===== config.mk =====
export PLATFORM = sky130hd
export DESIGN_NAME = fetch_unit
export DESIGN_NICKNAME = d
export VERILOG_FILES = /design/src/fetch_pkg.sv /design/src/inst_rom.sv /design/src/pc_fetch.sv /design/src/hazard_unit.sv /design/src/issue_stage.sv /design/src/fetch_unit.sv
export SDC_FILE = /design/constraint.sdc
export NUM_CORES = 1
export LEC_CHECK = 0
export BUFFER_PORTS_ARGS = -buffer_cell sky130_fd_sc_hd__buf_2
export CAP_MARGIN = 20
export CORE_UTILIZATION = 51
export CTS_BUF_LIST = sky130_fd_sc_hd__clkbuf_8 sky130_fd_sc_hd__clkbuf_16
export CTS_CLUSTER_SIZE = 20
export DETAILED_ROUTE_END_ITERATION = 7
export PLACE_DENSITY = 0.87
export SYNTH_ARGS = -nofsm -noshare
export SYNTH_HDL_FRONTEND = slang
export SYNTH_SLANG_ARGS = --single-unit

===== constraint.sdc =====
create_clock -name clk -period 1.7 [get_ports clk]
set_input_delay 0.255 -clock clk [delete_from_list [all_inputs] [get_ports clk]]
set_output_delay 0.255 -clock clk [all_outputs]
set_load 0.02 [all_outputs]

===== src/program.hex =====
// One 16-bit instruction word per line in hex, starting at pc 0x00
// Columns: the word, then its pc and what it does
DA64 // pc 00  alu r1 = r2, r3
49C1 // pc 02  imm r6 from r1, waits on r1
44A3 // pc 04  imm r5 from r4
E6A0 // pc 06  store r5 to r6
0800 // pc 08  nop
2000 // pc 0A  jump immediate, target pc 10
4A5A // pc 0C  skipped
4B5B // pc 0E  skipped
5AE2 // pc 10  imm r7 from r2, jump target
6700 // pc 12  jump register r7, waits on r7, target pc 18
4C5C // pc 14  skipped
4D5D // pc 16  skipped
A344 // pc 18  imm r2 from r3, jump target
0000 // pc 1A  halt


===== src/fetch_pkg.sv =====
/*
   Fetch front end shared definitions
   ISA field layouts, opcode classes, FSM encodings
   and the bus and stage records passed between blocks
*/
`default_nettype none

package fetch_pkg;

   ////////////////////////////////////////////////////////////////////////////
   // ISA constants
   ////////////////////////////////////////////////////////////////////////////

   // Opcodes with fixed meaning
   localparam logic [4:0] OP_HALT = 5'b00000;
   localparam logic [4:0] OP_NOP  = 5'b00001;
   localparam logic [4:0] OP_ALU_R = 5'b11011;

   // Bubble word, NOP opcode with zero fields
   localparam logic [15:0] NOP_WORD = {OP_NOP, 11'b0};

   // Opcode prefixes (top three bits)
   localparam logic [2:0] JUMP_CLASS_A = 3'b001;
   localparam logic [2:0] JUMP_CLASS_B = 3'b011;
   localparam logic [2:0] STORE_CLASS  = 3'b111;
   localparam logic [2:0] I_DST_CLASS_A = 3'b010;
   localparam logic [2:0] I_DST_CLASS_B = 3'b101;

   // {op[4:2], op[0]} of jumps that take no register
   localparam logic [3:0] JUMP_IMM_PAT = 4'b0010;

   // Byte addressed PC over 16-bit words
   localparam logic [15:0] PC_STEP = 16'd2;
   localparam int ROM_DEPTH = 64;
   localparam int ROM_AW = $clog2(ROM_DEPTH);

   // Fetch FSM encodings
   localparam logic [1:0] ST_REQ   = 2'd0;
   localparam logic [1:0] ST_WAIT  = 2'd1;
   localparam logic [1:0] ST_REDIR = 2'd2;
   localparam logic [1:0] ST_HALT  = 2'd3;

   ////////////////////////////////////////////////////////////////////////////
   // Instruction word views
   ////////////////////////////////////////////////////////////////////////////

   typedef struct packed {
      logic [4:0] opcode;
      logic [2:0] rs;
      logic [2:0] rt;
      logic [2:0] rd;
      logic [1:0] func;
   } r_fmt_t;

   typedef struct packed {
      logic [4:0] opcode;
      logic [2:0] rs;
      logic [2:0] rd;
      logic [4:0] imm;
   } i_fmt_t;

   // Same 16 bits, two decodes
   typedef union packed {
      r_fmt_t r;
      i_fmt_t i;
   } inst_u;

   ////////////////////////////////////////////////////////////////////////////
   // Bus and stage records
   ////////////////////////////////////////////////////////////////////////////

   // Wishbone classic, read only
   typedef struct packed {
      logic        cyc;
      logic        stb;
      logic [15:0] adr;
   } wb_req_t;

   typedef struct packed {
      logic        ack;
      logic [15:0] dat;
   } wb_rsp_t;

   typedef struct packed {
      logic        valid;
      logic [15:0] pc;
      inst_u       inst;
      logic        is_jump;
      logic        is_halt;
   } fetch_t;

   typedef struct packed {
      logic        valid;
      logic        bubble;
      logic [15:0] pc_next;
      logic [15:0] inst;
   } issue_t;

   typedef struct packed {
      logic        valid;
      logic [15:0] pc;
   } redirect_t;

   typedef struct packed {
      logic       valid;
      logic [2:0] dst;
   } writeback_t;

endpackage

`default_nettype wire


===== src/inst_rom.sv =====
/*
   Instruction ROM
   Wishbone classic read slave, one registered ack per strobe
*/
`timescale 1ns/10ps
`default_nettype none

module inst_rom (
   input  logic                clk,
   input  logic                rst_n,
   input  fetch_pkg::wb_req_t  wb_req,
   output fetch_pkg::wb_rsp_t  wb_rsp
);

   // Word storage, contents from the program image
   logic [15:0] mem [0:fetch_pkg::ROM_DEPTH-1];

   logic        ack_q;
   logic [15:0] dat_q;
   logic [fetch_pkg::ROM_AW-1:0] word_idx;

   initial begin
      $readmemh("/design/src/program.hex", mem);
   end

   // Byte address to word index, bit 0 ignored
   assign word_idx = wb_req.adr[fetch_pkg::ROM_AW:1];

   // Ack one cycle after strobe
   // Suppressed right after an ack so a held strobe is not answered twice
   always_ff @(posedge clk) begin
      if (!rst_n) begin
         ack_q <= 1'b0;
      end else begin
         ack_q <= wb_req.cyc & wb_req.stb & ~ack_q;
      end
   end

   // Read data registered alongside ack
   always_ff @(posedge clk) begin
      dat_q <= mem[word_idx];
   end

   always_comb begin
      wb_rsp.ack = ack_q;
      wb_rsp.dat = dat_q;
   end

endmodule

`default_nettype wire


===== src/pc_fetch.sv =====
/*
   PC and fetch control
   Drives the Wishbone master, captures words,
   flags jumps and halt, picks the next PC
*/
`timescale 1ns/10ps
`default_nettype none

module pc_fetch (
   input  logic                   clk,
   input  logic                   rst_n,
   output fetch_pkg::wb_req_t     wb_req,
   input  fetch_pkg::wb_rsp_t     wb_rsp,
   input  logic                   raw,
   input  fetch_pkg::redirect_t   redirect,
   output fetch_pkg::fetch_t      fetched
);

   logic [1:0]  state;
   logic [1:0]  state_nxt;
   logic [15:0] pc;
   logic [15:0] req_pc;
   logic        req_go;
   logic        started;

   // Captured word
   logic        f_valid;
   logic [15:0] f_pc;
   logic [15:0] f_inst;
   logic        f_jump;
   logic        f_halt;
   fetch_pkg::inst_u rsp_word;

   ////////////////////////////////////////////////////////////////////////////
   // Next request
   ////////////////////////////////////////////////////////////////////////////
   always_comb begin
      req_go    = 1'b1;
      req_pc    = pc;
      state_nxt = state;
      case (state)
         fetch_pkg::ST_REQ: begin
            // Decide on the word that just came back
            // Hazard keeps pc for a refetch
            if (f_valid && !raw) begin
               if (f_jump || f_halt) begin
                  req_go = 1'b0;
               end else begin
                  req_pc = pc + fetch_pkg::PC_STEP;
               end
            end
            if (req_go) begin
               state_nxt = fetch_pkg::ST_WAIT;
            end else if (f_halt) begin
               state_nxt = fetch_pkg::ST_HALT;
            end else begin
               state_nxt = fetch_pkg::ST_REDIR;
            end
         end
         fetch_pkg::ST_WAIT: begin
            // Strobe held until ack is seen
            if (wb_rsp.ack) begin
               state_nxt = fetch_pkg::ST_REQ;
            end
         end
         fetch_pkg::ST_REDIR: begin
            req_go = 1'b0;
            // Reset exit behaves like a redirect to address 0
            if (!started || redirect.valid) begin
               state_nxt = fetch_pkg::ST_REQ;
            end
         end
         default: begin
            req_go = 1'b0;
         end
      endcase
   end

   always_comb begin
      wb_req.cyc = req_go;
      wb_req.stb = req_go;
      wb_req.adr = req_pc;
   end

   ////////////////////////////////////////////////////////////////////////////
   // State, PC and capture
   ////////////////////////////////////////////////////////////////////////////
   always_ff @(posedge clk) begin
      if (!rst_n) begin
         state   <= fetch_pkg::ST_REDIR;
         started <= 1'b0;
         pc      <= '0;
         f_valid <= 1'b0;
      end else begin
         state   <= state_nxt;
         started <= 1'b1;
         if (state == fetch_pkg::ST_REDIR && started && redirect.valid) begin
            pc <= redirect.pc;
         end else if (state == fetch_pkg::ST_REQ) begin
            pc <= req_pc;
         end
         // One cycle pulse after ack
         f_valid <= (state == fetch_pkg::ST_WAIT) && wb_rsp.ack;
      end
   end

   assign rsp_word = wb_rsp.dat;

   always_ff @(posedge clk) begin
      if (state == fetch_pkg::ST_WAIT && wb_rsp.ack) begin
         f_pc   <= pc;
         f_inst <= wb_rsp.dat;
         f_jump <= (rsp_word.r.opcode[4:2] == fetch_pkg::JUMP_CLASS_A) ||
                   (rsp_word.r.opcode[4:2] == fetch_pkg::JUMP_CLASS_B);
         f_halt <= rsp_word.r.opcode == fetch_pkg::OP_HALT;
      end
   end

   always_comb begin
      fetched.valid   = f_valid;
      fetched.pc      = f_pc;
      fetched.inst    = f_inst;
      fetched.is_jump = f_jump;
      fetched.is_halt = f_halt;
   end

endmodule

`default_nettype wire


===== src/hazard_unit.sv =====
/*
   RAW hazard detection
   Source and destination decode, 8-entry register scoreboard
*/
`timescale 1ns/10ps
`default_nettype none

module hazard_unit (
   input  logic                    clk,
   input  logic                    rst_n,
   input  fetch_pkg::fetch_t       fetched,
   input  fetch_pkg::writeback_t   wb,
   output logic                    raw
);

   fetch_pkg::inst_u word;
   logic [4:0] op;
   logic       rs_v;
   logic       rt_v;
   logic       rd_v;
   logic [2:0] rd;
   logic [7:0] pending;
   logic [7:0] set_mask;
   logic [7:0] clr_mask;

   assign word = fetched.inst;
   assign op   = word.r.opcode;

   ////////////////////////////////////////////////////////////////////////////
   // Operand decode
   ////////////////////////////////////////////////////////////////////////////
   always_comb begin
      // rs read by everything but 000xx and immediate jumps
      rs_v = (op[4:2] != 3'b000) && ({op[4:2], op[0]} != fetch_pkg::JUMP_IMM_PAT);
      // rt only for register ALU ops and stores
      rt_v = (op == fetch_pkg::OP_ALU_R) || (op[4:2] == fetch_pkg::STORE_CLASS);

      // Destination field depends on format
      rd_v = 1'b0;
      rd   = word.i.rd;
      if (op == fetch_pkg::OP_ALU_R) begin
         rd_v = 1'b1;
         rd   = word.r.rd;
      end else if (op[4:2] == fetch_pkg::I_DST_CLASS_A ||
                   op[4:2] == fetch_pkg::I_DST_CLASS_B) begin
         rd_v = 1'b1;
      end
   end

   // Any live source still waiting on writeback
   assign raw = fetched.valid &&
                ((rs_v && pending[word.r.rs]) || (rt_v && pending[word.r.rt]));

   ////////////////////////////////////////////////////////////////////////////
   // Scoreboard
   ////////////////////////////////////////////////////////////////////////////
   always_comb begin
      set_mask = '0;
      clr_mask = '0;
      // Set as the word moves into the issue register
      if (fetched.valid && !raw && rd_v) begin
         set_mask[rd] = 1'b1;
      end
      if (wb.valid) begin
         clr_mask[wb.dst] = 1'b1;
      end
   end

   // Set beats clear on the same register
   always_ff @(posedge clk) begin
      if (!rst_n) begin
         pending <= '0;
      end else begin
         pending <= (pending & ~clr_mask) | set_mask;
      end
   end

endmodule

`default_nettype wire


===== src/issue_stage.sv =====
/*
   Issue register
   Bubble insertion on hazards, sticky dump on halt
*/
`timescale 1ns/10ps
`default_nettype none

module issue_stage (
   input  logic                clk,
   input  logic                rst_n,
   input  fetch_pkg::fetch_t   fetched,
   input  logic                raw,
   output fetch_pkg::issue_t   issue,
   output logic                dump
);

   logic        iss_valid;
   logic        iss_bubble;
   logic [15:0] iss_pc_next;
   logic [15:0] iss_inst;
   logic        halt_issue;

   // Halt counts only when it goes out for real
   assign halt_issue = fetched.valid && !raw && fetched.is_halt;

   always_ff @(posedge clk) begin
      if (!rst_n) begin
         iss_valid <= 1'b0;
         dump      <= 1'b0;
      end else begin
         iss_valid <= fetched.valid;
         // Held until reset
         if (halt_issue) begin
            dump <= 1'b1;
         end
      end
   end

   // Payload, NOP in place of a hazarded word
   always_ff @(posedge clk) begin
      iss_bubble  <= raw;
      iss_pc_next <= fetched.pc + fetch_pkg::PC_STEP;
      iss_inst    <= raw ? fetch_pkg::NOP_WORD : fetched.inst;
   end

   always_comb begin
      issue.valid   = iss_valid;
      issue.bubble  = iss_bubble;
      issue.pc_next = iss_pc_next;
      issue.inst    = iss_inst;
   end

endmodule

`default_nettype wire


===== src/fetch_unit.sv =====
/*
   Fetch and issue front end
   ROM, fetch control, hazard unit and issue register
*/
`timescale 1ns/10ps
`default_nettype none

module fetch_unit (
   input  logic                    clk,
   input  logic                    rst_n,
   input  fetch_pkg::redirect_t    redirect,
   input  fetch_pkg::writeback_t   wb,
   output fetch_pkg::issue_t       issue,
   output logic                    dump
);

   fetch_pkg::wb_req_t wb_req;
   fetch_pkg::wb_rsp_t wb_rsp;
   fetch_pkg::fetch_t  fetched;
   logic               raw;

   // Instruction memory
   inst_rom inst_rom_inst (
      .clk    (clk),
      .rst_n  (rst_n),
      .wb_req (wb_req),
      .wb_rsp (wb_rsp)
   );

   // PC and bus master
   pc_fetch pc_fetch_inst (
      .clk      (clk),
      .rst_n    (rst_n),
      .wb_req   (wb_req),
      .wb_rsp   (wb_rsp),
      .raw      (raw),
      .redirect (redirect),
      .fetched  (fetched)
   );

   // Scoreboard, cleared by back end writebacks
   hazard_unit hazard_unit_inst (
      .clk     (clk),
      .rst_n   (rst_n),
      .fetched (fetched),
      .wb      (wb),
      .raw     (raw)
   );

   issue_stage issue_stage_inst (
      .clk     (clk),
      .rst_n   (rst_n),
      .fetched (fetched),
      .raw     (raw),
      .issue   (issue),
      .dump    (dump)
   );

endmodule

`default_nettype wire


Word level (Yosys, flattened, before mapping)
Index checks and enable logic that the tools add are counted.
W data, S select, Z words.
{"block": "classes", "addsub": 2, "mul": 0, "div_mod_pow": 0, "magnitude_cmp": 6, "eq_ne": 12, "n_shift": 0, "mux": 28, "bitwise": 5, "reduce_logical": 28}
{"operator": "$mux W16", "n": 5}
{"operator": "$add A16 B2 Y16 const B", "n": 2}
{"operator": "$lt A3 B4 Y1 const B", "n": 4}
{"operator": "$mux W8", "n": 2}
{"operator": "$logic_and A1 B1 Y1", "n": 12}
{"operator": "$mux W1", "n": 11}
{"operator": "$and A8 B8 Y8", "n": 1}
{"operator": "$not A8 Y8", "n": 1}
{"operator": "$or A8 B8 Y8", "n": 1}
{"operator": "$bmux W1 S3", "n": 2}
{"operator": "$demux W1 S3", "n": 2}
{"operator": "$eq A3 B2 Y1 const B", "n": 2}
{"operator": "$eq A3 B3 Y1 const B", "n": 2}
{"operator": "$ge A3 B1 Y1 const B", "n": 2}
{"operator": "$logic_or A1 B1 Y1", "n": 6}
{"operator": "$mux W2", "n": 3}
{"operator": "$pmux W2 S3", "n": 1}
{"operator": "$reduce_and A3 Y1", "n": 2}
{"operator": "$reduce_bool A3 Y1", "n": 2}
{"operator": "$eq A5 B5 Y1 const B", "n": 1}
{"operator": "$logic_not A5 Y1", "n": 1}
{"operator": "$ne A2 B2 Y1 const B", "n": 2}
{"operator": "$ne A4 B2 Y1 const B", "n": 1}
{"operator": "$reduce_bool A2 Y1", "n": 2}
{"operator": "10 further kinds", "n": 11}
{"block": "word_totals", "reg_bits": 114, "latchBits": 0, "ramBits": 0, "rom_bits": 0, "inputBits": 23, "output_inout_bits": 35, "word_cells": 98, "mem_count": 0}

Depth between registers and ports, before layout
Gate-level depths: netlist of the first run.
{"block": "depth", "depth_word": 11, "mapped_depth": 7, "depth_no_buf": 5}

Modules after synthesis
Synthesis of the first run repeated with hierarchy kept, for this count alone.
{"block": "hier_totals", "cells_unflattened": 391, "hier_area_um2": 4260.3}
{"mod": "pc_fetch", "instances": 1, "cells_each": 187, "area_each_um2": 2275.9, "seq_area_each_um2": 1421.4}
{"mod": "issue_stage", "instances": 1, "cells_each": 99, "area_each_um2": 1132.3, "seq_area_each_um2": 700.7}
{"mod": "hazard_unit", "instances": 1, "cells_each": 85, "area_each_um2": 690.7, "seq_area_each_um2": 160.2}
{"mod": "inst_rom", "instances": 1, "cells_each": 20, "area_each_um2": 161.4, "seq_area_each_um2": 20.0}

Worst setup path after synthesis of the first run
OpenSTA, ideal clock, no wires.
{"block": "synth_path", "path_type": "reg2reg", "startpoint": "reg pc_fetch_inst.state[1]", "endpoint": "reg pc_fetch_inst.f_pc[0] (enable)", "setup_time_ns": 0.374, "arrival_ns": 1.020, "required_time_ns": 1.326, "setup_slack_ns": 0.306, "stages_incl_launch_ff": 4, "path_buffers": 0, "period_less_slack_ns": 1.394, "path_cell_list": "dfxtp_1 > inv_1 > ha_1 > and2_1"}
{"block": "synth_between", "elab_chain_len": 2}
{"item": "from (decl)", "line": "pc_fetch.sv:19", "source": "logic [1:0] state;"}
{"item": "from (signal assigned)", "line": "pc_fetch.sv:90", "source": "state <= fetch_pkg::ST_REDIR;"}
{"item": "from (signal assigned)", "line": "pc_fetch.sv:95", "source": "state <= state_nxt;"}
{"item": "$eq A2 B1 Y1", "line": "pc_fetch.sv:110", "source": "if (state == fetch_pkg::ST_WAIT && wb_rsp.ack) begin"}
{"item": "$logic_and A1 B1 Y1", "line": "pc_fetch.sv:110"}
{"item": "to (signal assigned)", "line": "pc_fetch.sv:111", "source": "f_pc <= pc;"}
{"item": "to (decl)", "line": "pc_fetch.sv:28", "source": "logic [15:0] f_pc;"}
Every way passes these cells.
A chain may end at the register's enable or synchronous reset.

Worst setup path in the final report of the first run
{"block": "layout_path", "startpoint": "reg pc_fetch_inst.state[1]", "endpoint": "reg pc_fetch_inst.state[0]"}
{"block": "layout_between", "elab_chain_len": 3, "word_cells_on_any_way": 8, "cone_classes": "4 x eq/ne; 1 x mux; 3 x reduce/logical"}
{"item": "$eq A2 B2 Y1 (tied with other cells)", "line": "pc_fetch.sv:41", "source": "case (state)"}
{"item": "$ne A2 B1 Y1 (no line) (tied with other cells)"}
{"item": "$reduce_and A3 Y1 (no line)"}
Several ways; a longest one is shown, not always the timed one.

==> results of run 1 <==
state kept, by name, summed over array words and instances, names as in the netlist:
register	count
pc_fetch_inst.f_valid	1
pc_fetch_inst.state	2
issue_stage_inst.iss_valid	1
issue_stage_inst.iss_pc_next	16
pc_fetch_inst.pc	16
pc_fetch_inst.started	1
inst_rom_inst.ack_q	1
pc_fetch_inst.f_pc	16
through the flow:
stage               utilization  cell area [sq um]  total power, uW
finish                    0.614               2310             2450
global route              0.614               2310             2580
CTS                       0.614               2310             2470
detailed placement        0.590               2220             1790
global placement          0.590               2220             1770
floorplan                     -               2130             1740
layout by cell type (no fill, tap or decap), types with 3 or more instances in the layout:
| cell | synthesis | final |
|---|---|---|
| sky130_fd_sc_hd__dfxtp_1 | 38 | 38 |
| sky130_fd_sc_hd__nand2_1 | 36 | 36 |
| sky130_fd_sc_hd__buf_2 | 2 | 35 |
| sky130_fd_sc_hd__conb_1 | 1 | 18 |
| sky130_fd_sc_hd__edfxtp_1 | 16 | 16 |
| sky130_fd_sc_hd__a21boi_1 | 10 | 10 |
| sky130_fd_sc_hd__xor2_1 | 9 | 9 |
| sky130_fd_sc_hd__inv_1 | 6 | 6 |
| sky130_fd_sc_hd__a21boi_0 | 6 | 6 |
| sky130_fd_sc_hd__nand3_1 | 5 | 5 |
| sky130_fd_sc_hd__clkbuf_8 | 0 | 5 |
| sky130_fd_sc_hd__xnor2_1 | 4 | 4 |
| sky130_fd_sc_hd__nor3_1 | 4 | 4 |
| sky130_fd_sc_hd__nor2_1 | 4 | 4 |
| sky130_fd_sc_hd__ha_1 | 4 | 4 |
| sky130_fd_sc_hd__buf_4 | 19 | 3 |
where the power goes:
| group | switching (uW) | internal [uW] |
|---|---|---|
| clock network | 401 | 290 |
| registers | 42.9 | 1410 |
| logic | 185 | 117 |
logic make-up (layout without fill, tap and decap cells):
family / after synthesis / in the layout / synth area share
xor gates and xnor gates: 13 / 13 / 0.0551
DFF: 54 / 54 / 0.600
AOI/OAI and AO/OA: 18 / 18 / 0.0648
other: 1 / 18 / 0.00181
buffers and inverters: 30 / 52 / 0.0902
and+or+nand+nor: 63 / 63 / 0.159
adders and majority gates: 4 / 4 / 0.0242
muxes: 1 / 1 / 0.00484
routing by layer:
metal	vias up	GRT usage	routed length, microns
met5	-	0	0
met1	585	0.168	1220
met3	4	0.0399	117
met2	31	0.272	1540
li1	647	-	-
met4	0	0.0707	29
path summary, 6_finish.rpt:
check / from / end / slack [ps] / cells past startpoint
worst max-delay path: pc_fetch_inst.state[1] / pc_fetch_inst.state[0] / 340 / 5
worst min-delay path: redirect[2] / pc_fetch_inst.pc[2] / 180 / 3
worst max register to register: pc_fetch_inst.state[1] / pc_fetch_inst.state[0] / 340 / 5
worst min register to register: pc_fetch_inst.f_pc[0] / issue_stage_inst.iss_pc_next[0] / 350 / 0
cell type report:
cell class / instances / area [sq um]
fillers: 321 / 1460
flip-flops and latches: 54 / 1240
multi-input cells: 117 / 703
repair buffers: 38 / 198
clock buffers: 5 / 68.8
well taps: 48 / 60.1
inverters: 6 / 22.5
clock inverters: 3 / 21.3
worst register-to-register path, stage by stage, from the launching register on:
cell	delay, ps
sky130_fd_sc_hd__dfxtp_1	340
sky130_fd_sc_hd__inv_1	70
sky130_fd_sc_hd__ha_1	220
sky130_fd_sc_hd__nor2b_1	140
sky130_fd_sc_hd__a311oi_1	320
sky130_fd_sc_hd__mux2i_1	210
==> impl_metrics.xml, run 1 <==
<?xml version="1.0" encoding="UTF-8"?>
<metrics>
  <group name="critical_path">
    <metric name="crit_family" unit="">flip-flops</metric>
    <metric name="critical_path_buf_inv_count" unit="">1</metric>
    <metric name="setup.worst_path.class" unit="">flop to flop</metric>
    <metric name="crit_required" unit="ps">1930</metric>
    <metric name="cp_max_fo" unit="">5</metric>
    <metric name="worst-endpoint-arrival" unit="ps">1590</metric>
    <metric name="cp-end-kind" unit="">flop</metric>
    <metric name="crit_slowest_cell" unit="">sky130_fd_sc_hd__dfxtp_1</metric>
    <metric name="cp_cell_instances" unit="">inv_1, ha_1, nor2b_1, a311oi_1, mux2i_1</metric>
    <metric name="worstSetupStartpointType" unit="">flop</metric>
    <metric name="slowest_delay" unit="ps">340</metric>
  </group>
  <group name="synthesis">
    <metric name="synth_enable_flop_cells" unit="">16</metric>
    <metric name="synthesis.area" unit="sq mm">0.00207</metric>
    <metric name="flip_flop_and_latch_count_after_synthesis" unit="">54</metric>
    <metric name="most_common_library_cells_after_synthesis" unit="">sky130_fd_sc_hd__dfxtp_1, sky130_fd_sc_hd__nand2_1, sky130_fd_sc_hd__buf_4</metric>
    <metric name="yosys.area.top_type_share" unit="">0.368</metric>
    <metric name="synth.avg_cell_area" unit="sq um">11.2</metric>
    <metric name="synth_warnings" unit="">0</metric>
    <metric name="synth-seq-area-share" unit="">0.600</metric>
    <metric name="postSynthCellCount" unit="">184</metric>
    <metric name="synth_top_area_cell" unit="">sky130_fd_sc_hd__dfxtp_1</metric>
    <metric name="async_reset_ff_frac" unit="">0</metric>
    <metric name="synth.area.top_cells" unit="">sky130_fd_sc_hd__dfxtp_1, sky130_fd_sc_hd__edfxtp_1, sky130_fd_sc_hd__buf_4, sky130_fd_sc_hd__nand2_1, sky130_fd_sc_hd__xor2_1</metric>
    <metric name="synthMostInstantiatedCell" unit="">sky130_fd_sc_hd__dfxtp_1</metric>
    <metric name="synth.lib_cells_used.distinct" unit="">29</metric>
    <metric name="synth_ff_type" unit="">sky130_fd_sc_hd__dfxtp_1</metric>
  </group>
  <group name="cts">
    <metric name="post_cts_resized" unit="">0</metric>
    <metric name="tritoncts_buffers" unit="">5</metric>
    <metric name="cts.reportedPaths.clkPinSlew" unit="ps">100</metric>
    <metric name="cts_tree" unit="">yes</metric>
    <metric name="cts.sinks" unit="">54</metric>
    <metric name="count_of_h_tree_levels_built_during_cts" unit="">2</metric>
    <metric name="cts_setup_buffers" unit="">0</metric>
    <metric name="clkLatencyLatePin" unit="ps">300</metric>
    <metric name="clock_tree.buffer_depth" unit="">2</metric>
    <metric name="clock-root-buffer" unit="">sky130_fd_sc_hd__clkbuf_8</metric>
    <metric name="holdBufCountCts" unit="">0</metric>
  </group>
  <group name="sta">
    <metric name="grt_setup_unrepaired" unit="">no</metric>
    <metric name="endpoints_failing_setup" unit="">0</metric>
    <metric name="holdWs" unit="ps">180</metric>
    <metric name="final.setup.worst_slack" unit="ps">339</metric>
    <metric name="fin_crit" unit="ps">1360</metric>
    <metric name="finalSetupTns" unit="ps">0</metric>
    <metric name="max_freq" unit="GHz">0.735</metric>
    <metric name="report.final.hold_viol_count" unit="">0</metric>
    <metric name="layout_worst_path_cycle_share" unit="">0.800</metric>
    <metric name="final.setup_skew" unit="ps">9.80</metric>
    <metric name="max_slew_violations" unit="">0</metric>
  </group>
  <group name="global_route">
    <metric name="overflow" unit="">0</metric>
    <metric name="antenna_violations_before_repair" unit="">0</metric>
    <metric name="first_pass_grt_wire_length" unit="mm">4.84</metric>
    <metric name="first_global_vias" unit="">1159</metric>
    <metric name="grt_max_degree" unit="">24</metric>
    <metric name="grtUsageTotal" unit="">0.153</metric>
  </group>
  <group name="cells_and_area">
    <metric name="area_growth_syn_to_layout" unit="%">12.0</metric>
    <metric name="fraction_of_final_layout_cells_with_drive_strength_greater_than_1" unit="">0.229</metric>
    <metric name="antenna_cells_inserted" unit="">0</metric>
    <metric name="layout.nets" unit="">249</metric>
    <metric name="final_cells" unit="">271</metric>
  </group>
  <group name="routing">
    <metric name="finalWirelength" unit="mm">2.90</metric>
    <metric name="detail_route.vias_per_cell" unit="">4.68</metric>
    <metric name="antenna_left" unit="">0</metric>
    <metric name="wl_per_cell" unit="microns">10.7</metric>
    <metric name="drt_iter0_markers" unit="">64</metric>
    <metric name="vias" unit="">1267</metric>
    <metric name="detailedRoute.firstPassIterationCount" unit="">4</metric>
    <metric name="drc_violation_count_after_routing" unit="">0</metric>
  </group>
  <group name="flow_run">
    <metric name="cap_viol_max_count" unit="">0</metric>
  </group>
  <group name="floorplan">
    <metric name="start_util" unit="">0.548</metric>
    <metric name="dieWidth" unit="microns">65.7</metric>
    <metric name="core_area" unit="sq mm">0.00377</metric>
    <metric name="floorplan.rows" unit="">22</metric>
    <metric name="chipHeight" unit="microns">65.7</metric>
    <metric name="ios" unit="">58</metric>
    <metric name="die-area" unit="sq mm">0.00431</metric>
  </group>
  <group name="pwr">
    <metric name="power.static_leakage" unit="uW">0.000969</metric>
    <metric name="irDropWorstVdd" unit="mV">0.694</metric>
    <metric name="cellPowerDensity" unit="mW/mm^2">1060</metric>
  </group>
  <group name="placement">
    <metric name="post-dp-hpwl" unit="mm">2.13</metric>
    <metric name="dp_slack" unit="ps">332</metric>
    <metric name="numPlacedInstances" unit="">263</metric>
    <metric name="place.port_buffers" unit="">35</metric>
    <metric name="gp_routability_congestion" unit="">0.746</metric>
  </group>
  <group name="run_status">
    <metric name="outcome" unit="">completed</metric>
  </group>
  <group name="hold_path">
    <metric name="hp-class" unit="">primary input to flop</metric>
  </group>
</metrics>
No activity file was read; power rests on OpenSTA's default activity.
==> inputs of run 2 (changes only) <==
==> constraint.sdc (replaced) <==
create_clock -name clk -period 1.37 [get_ports clk]
set_input_delay 0.2055 -clock clk [delete_from_list [all_inputs] [get_ports clk]]
set_output_delay 0.2055 -clock clk [all_outputs]
set_load 0.02 [all_outputs]
==> impl_metrics.xml, run 2 (synthesis gave the netlist of run 1 again) <==
<?xml version="1.0" encoding="UTF-8"?>
<metrics>
  <group name="hold_path">
    <metric name="worst_hold_path.num_cells" unit="">3</metric>
    <metric name="hp-class" unit="">primary input to flop</metric>
  </group>
  <group name="floorplan">
    <metric name="core_area" unit="sq mm">0.00377</metric>
    <metric name="chipHeight" unit="microns">65.7</metric>
    <metric name="floorplan.rows" unit="">22</metric>
    <metric name="ios" unit="">58</metric>
    <metric name="die-area" unit="sq mm">0.00431</metric>
    <metric name="dieWidth" unit="microns">65.7</metric>
    <metric name="start_util" unit="">0.548</metric>
  </group>
  <group name="cells_and_area">
    <metric name="fraction_of_final_layout_cells_with_drive_strength_greater_than_1" unit="">0.277</metric>
    <metric name="layout.core_utilization" unit="">0.636</metric>
    <metric name="area_growth_syn_to_layout" unit="%">16.0</metric>
    <metric name="fin_area" unit="sq mm">0.00240</metric>
    <metric name="layout.cells.most_common_list" unit="">sky130_fd_sc_hd__nand2_1, sky130_fd_sc_hd__dfxtp_1, sky130_fd_sc_hd__buf_2, sky130_fd_sc_hd__conb_1, sky130_fd_sc_hd__edfxtp_1</metric>
    <metric name="largestRegisters" unit="">issue_stage_inst.iss_pc_next (16), pc_fetch_inst.f_pc (16), pc_fetch_inst.pc (16)</metric>
    <metric name="antenna_cells_inserted" unit="">0</metric>
    <metric name="layout.nets" unit="">250</metric>
  </group>
  <group name="critical_path">
    <metric name="cp-end-kind" unit="">flop</metric>
    <metric name="cp_max_fo" unit="">5</metric>
    <metric name="setup.worst_path.class" unit="">flop to flop</metric>
    <metric name="worstSetupStartpointType" unit="">flop</metric>
    <metric name="r2r.worst_path.cells" unit="">5</metric>
    <metric name="crit_required" unit="ps">1610</metric>
    <metric name="worst-endpoint-arrival" unit="ps">1560</metric>
  </group>
  <group name="placement">
    <metric name="placed_cell_area" unit="sq mm">0.00224</metric>
    <metric name="post-dp-hpwl" unit="mm">2.19</metric>
    <metric name="place.port_buffers" unit="">35</metric>
    <metric name="gp_routability_congestion" unit="">0.729</metric>
  </group>
  <group name="pwr">
    <metric name="power.static_leakage" unit="uW">0.000978</metric>
    <metric name="cellPowerDensity" unit="mW/mm^2">1300</metric>
    <metric name="irDropWorstVdd" unit="mV">0.885</metric>
  </group>
  <group name="cts">
    <metric name="clock-root-buffer" unit="">sky130_fd_sc_hd__clkbuf_8</metric>
    <metric name="tritoncts_buffers" unit="">5</metric>
    <metric name="cts.reportedPaths.clkPinSlew" unit="ps">90</metric>
    <metric name="clkLatencyLatePin" unit="ps">310</metric>
    <metric name="count_of_h_tree_levels_built_during_cts" unit="">2</metric>
    <metric name="clock_tree.buffer_depth" unit="">2</metric>
    <metric name="cts_tree" unit="">yes</metric>
    <metric name="cts.sinks" unit="">54</metric>
  </group>
  <group name="routing">
    <metric name="detailedRoute.firstPassIterationCount" unit="">4</metric>
    <metric name="antenna_left" unit="">0</metric>
    <metric name="drc_violation_count_after_routing" unit="">0</metric>
    <metric name="drt_iter0_markers" unit="">88</metric>
    <metric name="detail_route.vias_per_cell" unit="">4.72</metric>
    <metric name="wl_per_cell" unit="microns">11.9</metric>
    <metric name="finalWirelength" unit="mm">3.24</metric>
    <metric name="vias" unit="">1285</metric>
  </group>
  <group name="sta">
    <metric name="max_freq" unit="GHz">0.758</metric>
    <metric name="layout_worst_path_cycle_share" unit="">0.962</metric>
    <metric name="finalSetupTns" unit="ps">0</metric>
    <metric name="fin_crit" unit="ps">1320</metric>
    <metric name="report.final.hold_viol_count" unit="">0</metric>
    <metric name="endpoints_failing_setup" unit="">0</metric>
    <metric name="max_slew_violations" unit="">0</metric>
    <metric name="grt_setup_unrepaired" unit="">yes</metric>
    <metric name="final.setup_skew" unit="ps">11.5</metric>
  </group>
  <group name="global_route">
    <metric name="grtUsageTotal" unit="">0.163</metric>
    <metric name="overflow" unit="">0</metric>
    <metric name="grt_max_degree" unit="">24</metric>
    <metric name="first_pass_grt_wire_length" unit="mm">5.04</metric>
    <metric name="first_global_vias" unit="">1141</metric>
    <metric name="antenna_violations_before_repair" unit="">0</metric>
  </group>
  <group name="flow_run">
    <metric name="cap_viol_max_count" unit="">0</metric>
  </group>
  <group name="run_status">
    <metric name="outcome" unit="">completed</metric>
  </group>
</metrics>
-- run 2: worst paths after layout --
check | to | slack, ps | startpoint
max reg2reg | pc_fetch_inst.state[0] | 50 | pc_fetch_inst.state[0]
min | pc_fetch_inst.pc[11] | 120 | redirect[11]
max | pc_fetch_inst.state[0] | 50 | pc_fetch_inst.state[0]
min reg2reg | issue_stage_inst.iss_pc_next[0] | 350 | pc_fetch_inst.f_pc[0]
-- run 2: power by group --
part	switching (uW)	total (uW)	leakage, uW	internal, uW
clock network	498	851	0.0000416	353
registers	62.5	1820	0.000463	1760
logic	271	457	0.000473	186
total	831	3130	0.000978	2290
-- run 2: stage by stage --
stage          total power (uW)  worst slack (ps)  hold WS (ps)  std cells
3_5_place_dp               2230              -159           331        262
4_1_cts                    3100              29.6           114        270
3_3_place_gp               2210             -57.5           326        262
2_1_floorplan              2150              48.0           233        201
6_report                   3130              51.5           125        272
5_1_grt                    3280             -31.6           116        272
-- run 2: layer usage --
metal | GRT usage | vias to the layer above | part of all wire
li1 | - | 648 | -
met1 | 0.180 | 590 | 0.41
met2 | 0.269 | 39 | 0.52
met3 | 0.0451 | 8 | 0.051
met4 | 0.114 | 0 | 0.025
met5 | 0 | - | 0
-- run 2: what timing repair did --
action	in CTS	in global routing
endpoints found under the setup margin	18	9
buffers inserted	0	1
gates resized for setup	3	11
pin swaps	0	5
hold buffers	0	0
cloned	0	1
-- run 2: final cells by class --
class / count / area, sq um
fillers: 305 / 1370
clock inverters: 3 / 18.8
flip-flops and latches: 54 / 1240
repair buffers: 38 / 223
clock buffers: 5 / 68.8
well taps: 48 / 60.1
multi-input cells: 118 / 761
inverters: 6 / 22.5
-- run 2: critical path: stages, from the launching register on --
cell	delay, ps
sky130_fd_sc_hd__dfxtp_2	350
sky130_fd_sc_hd__inv_1	80
sky130_fd_sc_hd__ha_2	250
sky130_fd_sc_hd__nor3_2	80
sky130_fd_sc_hd__a311oi_2	270
sky130_fd_sc_hd__mux2i_1	210
==> inputs of run 3 (changes only) <==
--- a/config.mk
+++ b/config.mk
@@ -5,8 +5,10 @@
 export SDC_FILE = /design/constraint.sdc
 export NUM_CORES = 1
 export LEC_CHECK = 0
+export ABC_AREA = 1
 export BUFFER_PORTS_ARGS = -buffer_cell sky130_fd_sc_hd__buf_2
 export CAP_MARGIN = 20
+export CORE_MARGIN = 5
 export CORE_UTILIZATION = 51
 export CTS_BUF_LIST = sky130_fd_sc_hd__clkbuf_8 sky130_fd_sc_hd__clkbuf_16
 export CTS_CLUSTER_SIZE = 20
==> impl_metrics.xml, run 3 <==
<?xml version="1.0" encoding="UTF-8"?>
<metrics>
  <group name="cells_and_area">
    <metric name="multi_input_area" unit="sq um">674</metric>
    <metric name="layout.cells.most_common_list" unit="">sky130_fd_sc_hd__dfxtp_1, sky130_fd_sc_hd__inv_1, sky130_fd_sc_hd__buf_2, sky130_fd_sc_hd__nand2_1, sky130_fd_sc_hd__conb_1</metric>
    <metric name="final_cells" unit="">302</metric>
    <metric name="area_growth_syn_to_layout" unit="%">13.2</metric>
    <metric name="layout.filler_cells" unit="">349</metric>
    <metric name="antenna_cells_inserted" unit="">0</metric>
    <metric name="layout.core_utilization" unit="">0.602</metric>
    <metric name="layout.nets" unit="">278</metric>
    <metric name="sequential_cell_area" unit="sq mm">0.00124</metric>
    <metric name="largestRegisters" unit="">issue_stage_inst.iss_pc_next (16), pc_fetch_inst.f_pc (16), pc_fetch_inst.pc (16)</metric>
    <metric name="layout_commonest_cell" unit="">sky130_fd_sc_hd__dfxtp_1</metric>
    <metric name="fraction_of_final_layout_cells_with_drive_strength_greater_than_1" unit="">0.238</metric>
  </group>
  <group name="synthesis">
    <metric name="async_reset_ff_frac" unit="">0</metric>
    <metric name="postSynthCellCount" unit="">214</metric>
    <metric name="synth-seq-area-share" unit="">0.580</metric>
    <metric name="most_common_library_cells_after_synthesis" unit="">sky130_fd_sc_hd__dfxtp_1, sky130_fd_sc_hd__inv_1, sky130_fd_sc_hd__nand2_1</metric>
    <metric name="synth_warnings" unit="">0</metric>
    <metric name="synth_enable_flop_cells" unit="">16</metric>
    <metric name="synth_top_area_cell" unit="">sky130_fd_sc_hd__dfxtp_1</metric>
    <metric name="synth_ff_type" unit="">sky130_fd_sc_hd__dfxtp_1</metric>
    <metric name="flip_flop_and_latch_count_after_synthesis" unit="">54</metric>
    <metric name="synth.area.top_cells" unit="">sky130_fd_sc_hd__dfxtp_1, sky130_fd_sc_hd__edfxtp_1, sky130_fd_sc_hd__buf_4, sky130_fd_sc_hd__inv_1, sky130_fd_sc_hd__nand2_1</metric>
    <metric name="synth.avg_cell_area" unit="sq um">10.0</metric>
    <metric name="synthMostInstantiatedCell" unit="">sky130_fd_sc_hd__dfxtp_1</metric>
    <metric name="yosys.area.top_type_share" unit="">0.355</metric>
    <metric name="synth.lib_cells_used.distinct" unit="">25</metric>
    <metric name="synthesis.area" unit="sq mm">0.00214</metric>
  </group>
  <group name="routing">
    <metric name="detail_route.vias_per_cell" unit="">4.40</metric>
    <metric name="finalWirelength" unit="mm">3.16</metric>
    <metric name="antenna_left" unit="">0</metric>
    <metric name="detailedRoute.firstPassIterationCount" unit="">4</metric>
    <metric name="drt_iter0_markers" unit="">54</metric>
    <metric name="drc_violation_count_after_routing" unit="">0</metric>
    <metric name="vias" unit="">1330</metric>
    <metric name="wl_per_cell" unit="microns">10.5</metric>
  </group>
  <group name="sta">
    <metric name="fin_crit" unit="ps">1240</metric>
    <metric name="finalSetupTns" unit="ps">0</metric>
    <metric name="grt_setup_unrepaired" unit="">no</metric>
    <metric name="layout_worst_path_cycle_share" unit="">0.905</metric>
    <metric name="report.final.hold_viol_count" unit="">0</metric>
    <metric name="endpoints_failing_setup" unit="">0</metric>
    <metric name="max_freq" unit="GHz">0.806</metric>
    <metric name="final.setup_skew" unit="ps">5.55</metric>
    <metric name="holdWs" unit="ps">172</metric>
    <metric name="max_slew_violations" unit="">0</metric>
  </group>
  <group name="cts">
    <metric name="holdBufCountCts" unit="">0</metric>
    <metric name="cts.sinks" unit="">54</metric>
    <metric name="clkLatencyLatePin" unit="ps">300</metric>
    <metric name="cts_setup_buffers" unit="">0</metric>
    <metric name="clock-root-buffer" unit="">sky130_fd_sc_hd__clkbuf_8</metric>
    <metric name="tritoncts_buffers" unit="">5</metric>
    <metric name="cts_tree" unit="">yes</metric>
    <metric name="clock_tree.buffer_depth" unit="">2</metric>
    <metric name="cts.reportedPaths.clkPinSlew" unit="ps">90</metric>
    <metric name="count_of_h_tree_levels_built_during_cts" unit="">2</metric>
  </group>
  <group name="floorplan">
    <metric name="ios" unit="">58</metric>
    <metric name="die-area" unit="sq mm">0.00559</metric>
    <metric name="start_util" unit="">0.531</metric>
    <metric name="chipHeight" unit="microns">74.8</metric>
    <metric name="floorplan.rows" unit="">23</metric>
    <metric name="core_area" unit="sq mm">0.00403</metric>
    <metric name="dieWidth" unit="microns">74.8</metric>
  </group>
  <group name="placement">
    <metric name="gp_routability_congestion" unit="">0.832</metric>
    <metric name="place.port_buffers" unit="">35</metric>
    <metric name="post-dp-hpwl" unit="mm">2.48</metric>
    <metric name="numPlacedInstances" unit="">294</metric>
  </group>
  <group name="hold_path">
    <metric name="worst_hold_path.num_cells" unit="">3</metric>
    <metric name="hp-class" unit="">primary input to flop</metric>
  </group>
  <group name="run_status">
    <metric name="outcome" unit="">completed</metric>
  </group>
  <group name="global_route">
    <metric name="grt_max_degree" unit="">33</metric>
    <metric name="grtUsageTotal" unit="">0.130</metric>
    <metric name="first_global_vias" unit="">1367</metric>
    <metric name="antenna_violations_before_repair" unit="">0</metric>
    <metric name="overflow" unit="">0</metric>
    <metric name="first_pass_grt_wire_length" unit="mm">5.45</metric>
  </group>
  <group name="flow_run">
    <metric name="cap_viol_max_count" unit="">0</metric>
  </group>
  <group name="critical_path">
    <metric name="crit_required" unit="ps">1570</metric>
    <metric name="cp_max_fo" unit="">4</metric>
    <metric name="setup.worst_path.class" unit="">flop to flop</metric>
    <metric name="worstSetupStartpointType" unit="">flop</metric>
    <metric name="worst-endpoint-arrival" unit="ps">1440</metric>
    <metric name="r2r.worst_path.cells" unit="">6</metric>
    <metric name="cp-end-kind" unit="">flop</metric>
  </group>
  <group name="pwr">
    <metric name="cellPowerDensity" unit="mW/mm^2">1370</metric>
    <metric name="totalPowerFinal" unit="uW">3330</metric>
    <metric name="irDropWorstVdd" unit="mV">0.751</metric>
    <metric name="power.static_leakage" unit="uW">0.00109</metric>
  </group>
</metrics>
## run 3: cell count changes in the layout (fill, tap and decap cells not counted), moves of 6 or more
cell	change
sky130_fd_sc_hd__inv_1	+29
sky130_fd_sc_hd__a21oi_1	+16
sky130_fd_sc_hd__o21ai_0	+13
sky130_fd_sc_hd__nand2_1	-12
sky130_fd_sc_hd__a21boi_1	-10
sky130_fd_sc_hd__a21boi_0	-6
## run 3: layer usage
metal	vias up	track usage	wire (microns)
met3	7	0.0574	233
met4	0	0.0632	52
met1	579	0.119	1250
li1	714	-	-
met2	30	0.243	1630
met5	-	0	0
## run 3: cells by family (layout without fill, tap and decap cells)
group	after synthesis	count (layout)	share of synthesized area
AO/OA/AOI/OAI	32	32	0.0748
XOR/XNOR	9	9	0.0438
adder cells (fa/ha/maj)	4	4	0.0234
buffers and inverters	57	78	0.135
flip-flops	54	54	0.580
other	1	18	0.00175
AND/OR/NAND/NOR	57	57	0.141
## run 3: power by group
group	internal (uW)	switching [uW]	total, uW	leakage (uW)
logic	174	296	470	0.000566
clock network	532	462	993	0.0000607
registers	1800	71.3	1870	0.000463
total	2500	829	3330	0.00109
## run 3: timing repair
item | in CTS | in global routing
endpoints found under the setup margin | 0 | 2
hold endpoints to repair | 0 | 0
resized for setup | 0 | 2
## run 3: cell type report
cell class | instances | area share
Clock inverter | 3 | 0.0155
Timing Repair Buffer | 37 | 0.0888
Clock buffer | 5 | 0.0284
Multi-Input combinational cell | 120 | 0.278
Sequential cell | 54 | 0.512
Tap cell | 50 | 0.0258
Inverter | 33 | 0.0511
## run 3: worst paths after layout
kind	start	end	slack [ps]
worst max register to register	pc_fetch_inst.f_pc[1]	issue_stage_inst.iss_pc_next[15]	130
worst min register to register	pc_fetch_inst.f_pc[0]	issue_stage_inst.iss_pc_next[0]	350
worst min-delay path	redirect[8]	pc_fetch_inst.pc[8]	170
worst max-delay path	pc_fetch_inst.f_pc[1]	issue_stage_inst.iss_pc_next[15]	130
## run 3: per-stage QoR
stage	setup slack, ps	area, sq um
3_5_place_dp	99.2	2320
4_1_cts	81.0	2420
3_3_place_gp	145	2320
6_report	130	2420
5_1_grt	18.1	2420
2_1_floorplan	72.4	2200
## run 3: critical path, cell delays in order, from the launching register on
cell and delay, ps:
sky130_fd_sc_hd__edfxtp_1 390, sky130_fd_sc_hd__ha_1 220, sky130_fd_sc_hd__nand3_2 140, sky130_fd_sc_hd__nor2_4 170
sky130_fd_sc_hd__nand3_1 100, sky130_fd_sc_hd__nand2_1 70, sky130_fd_sc_hd__nand2_1 50
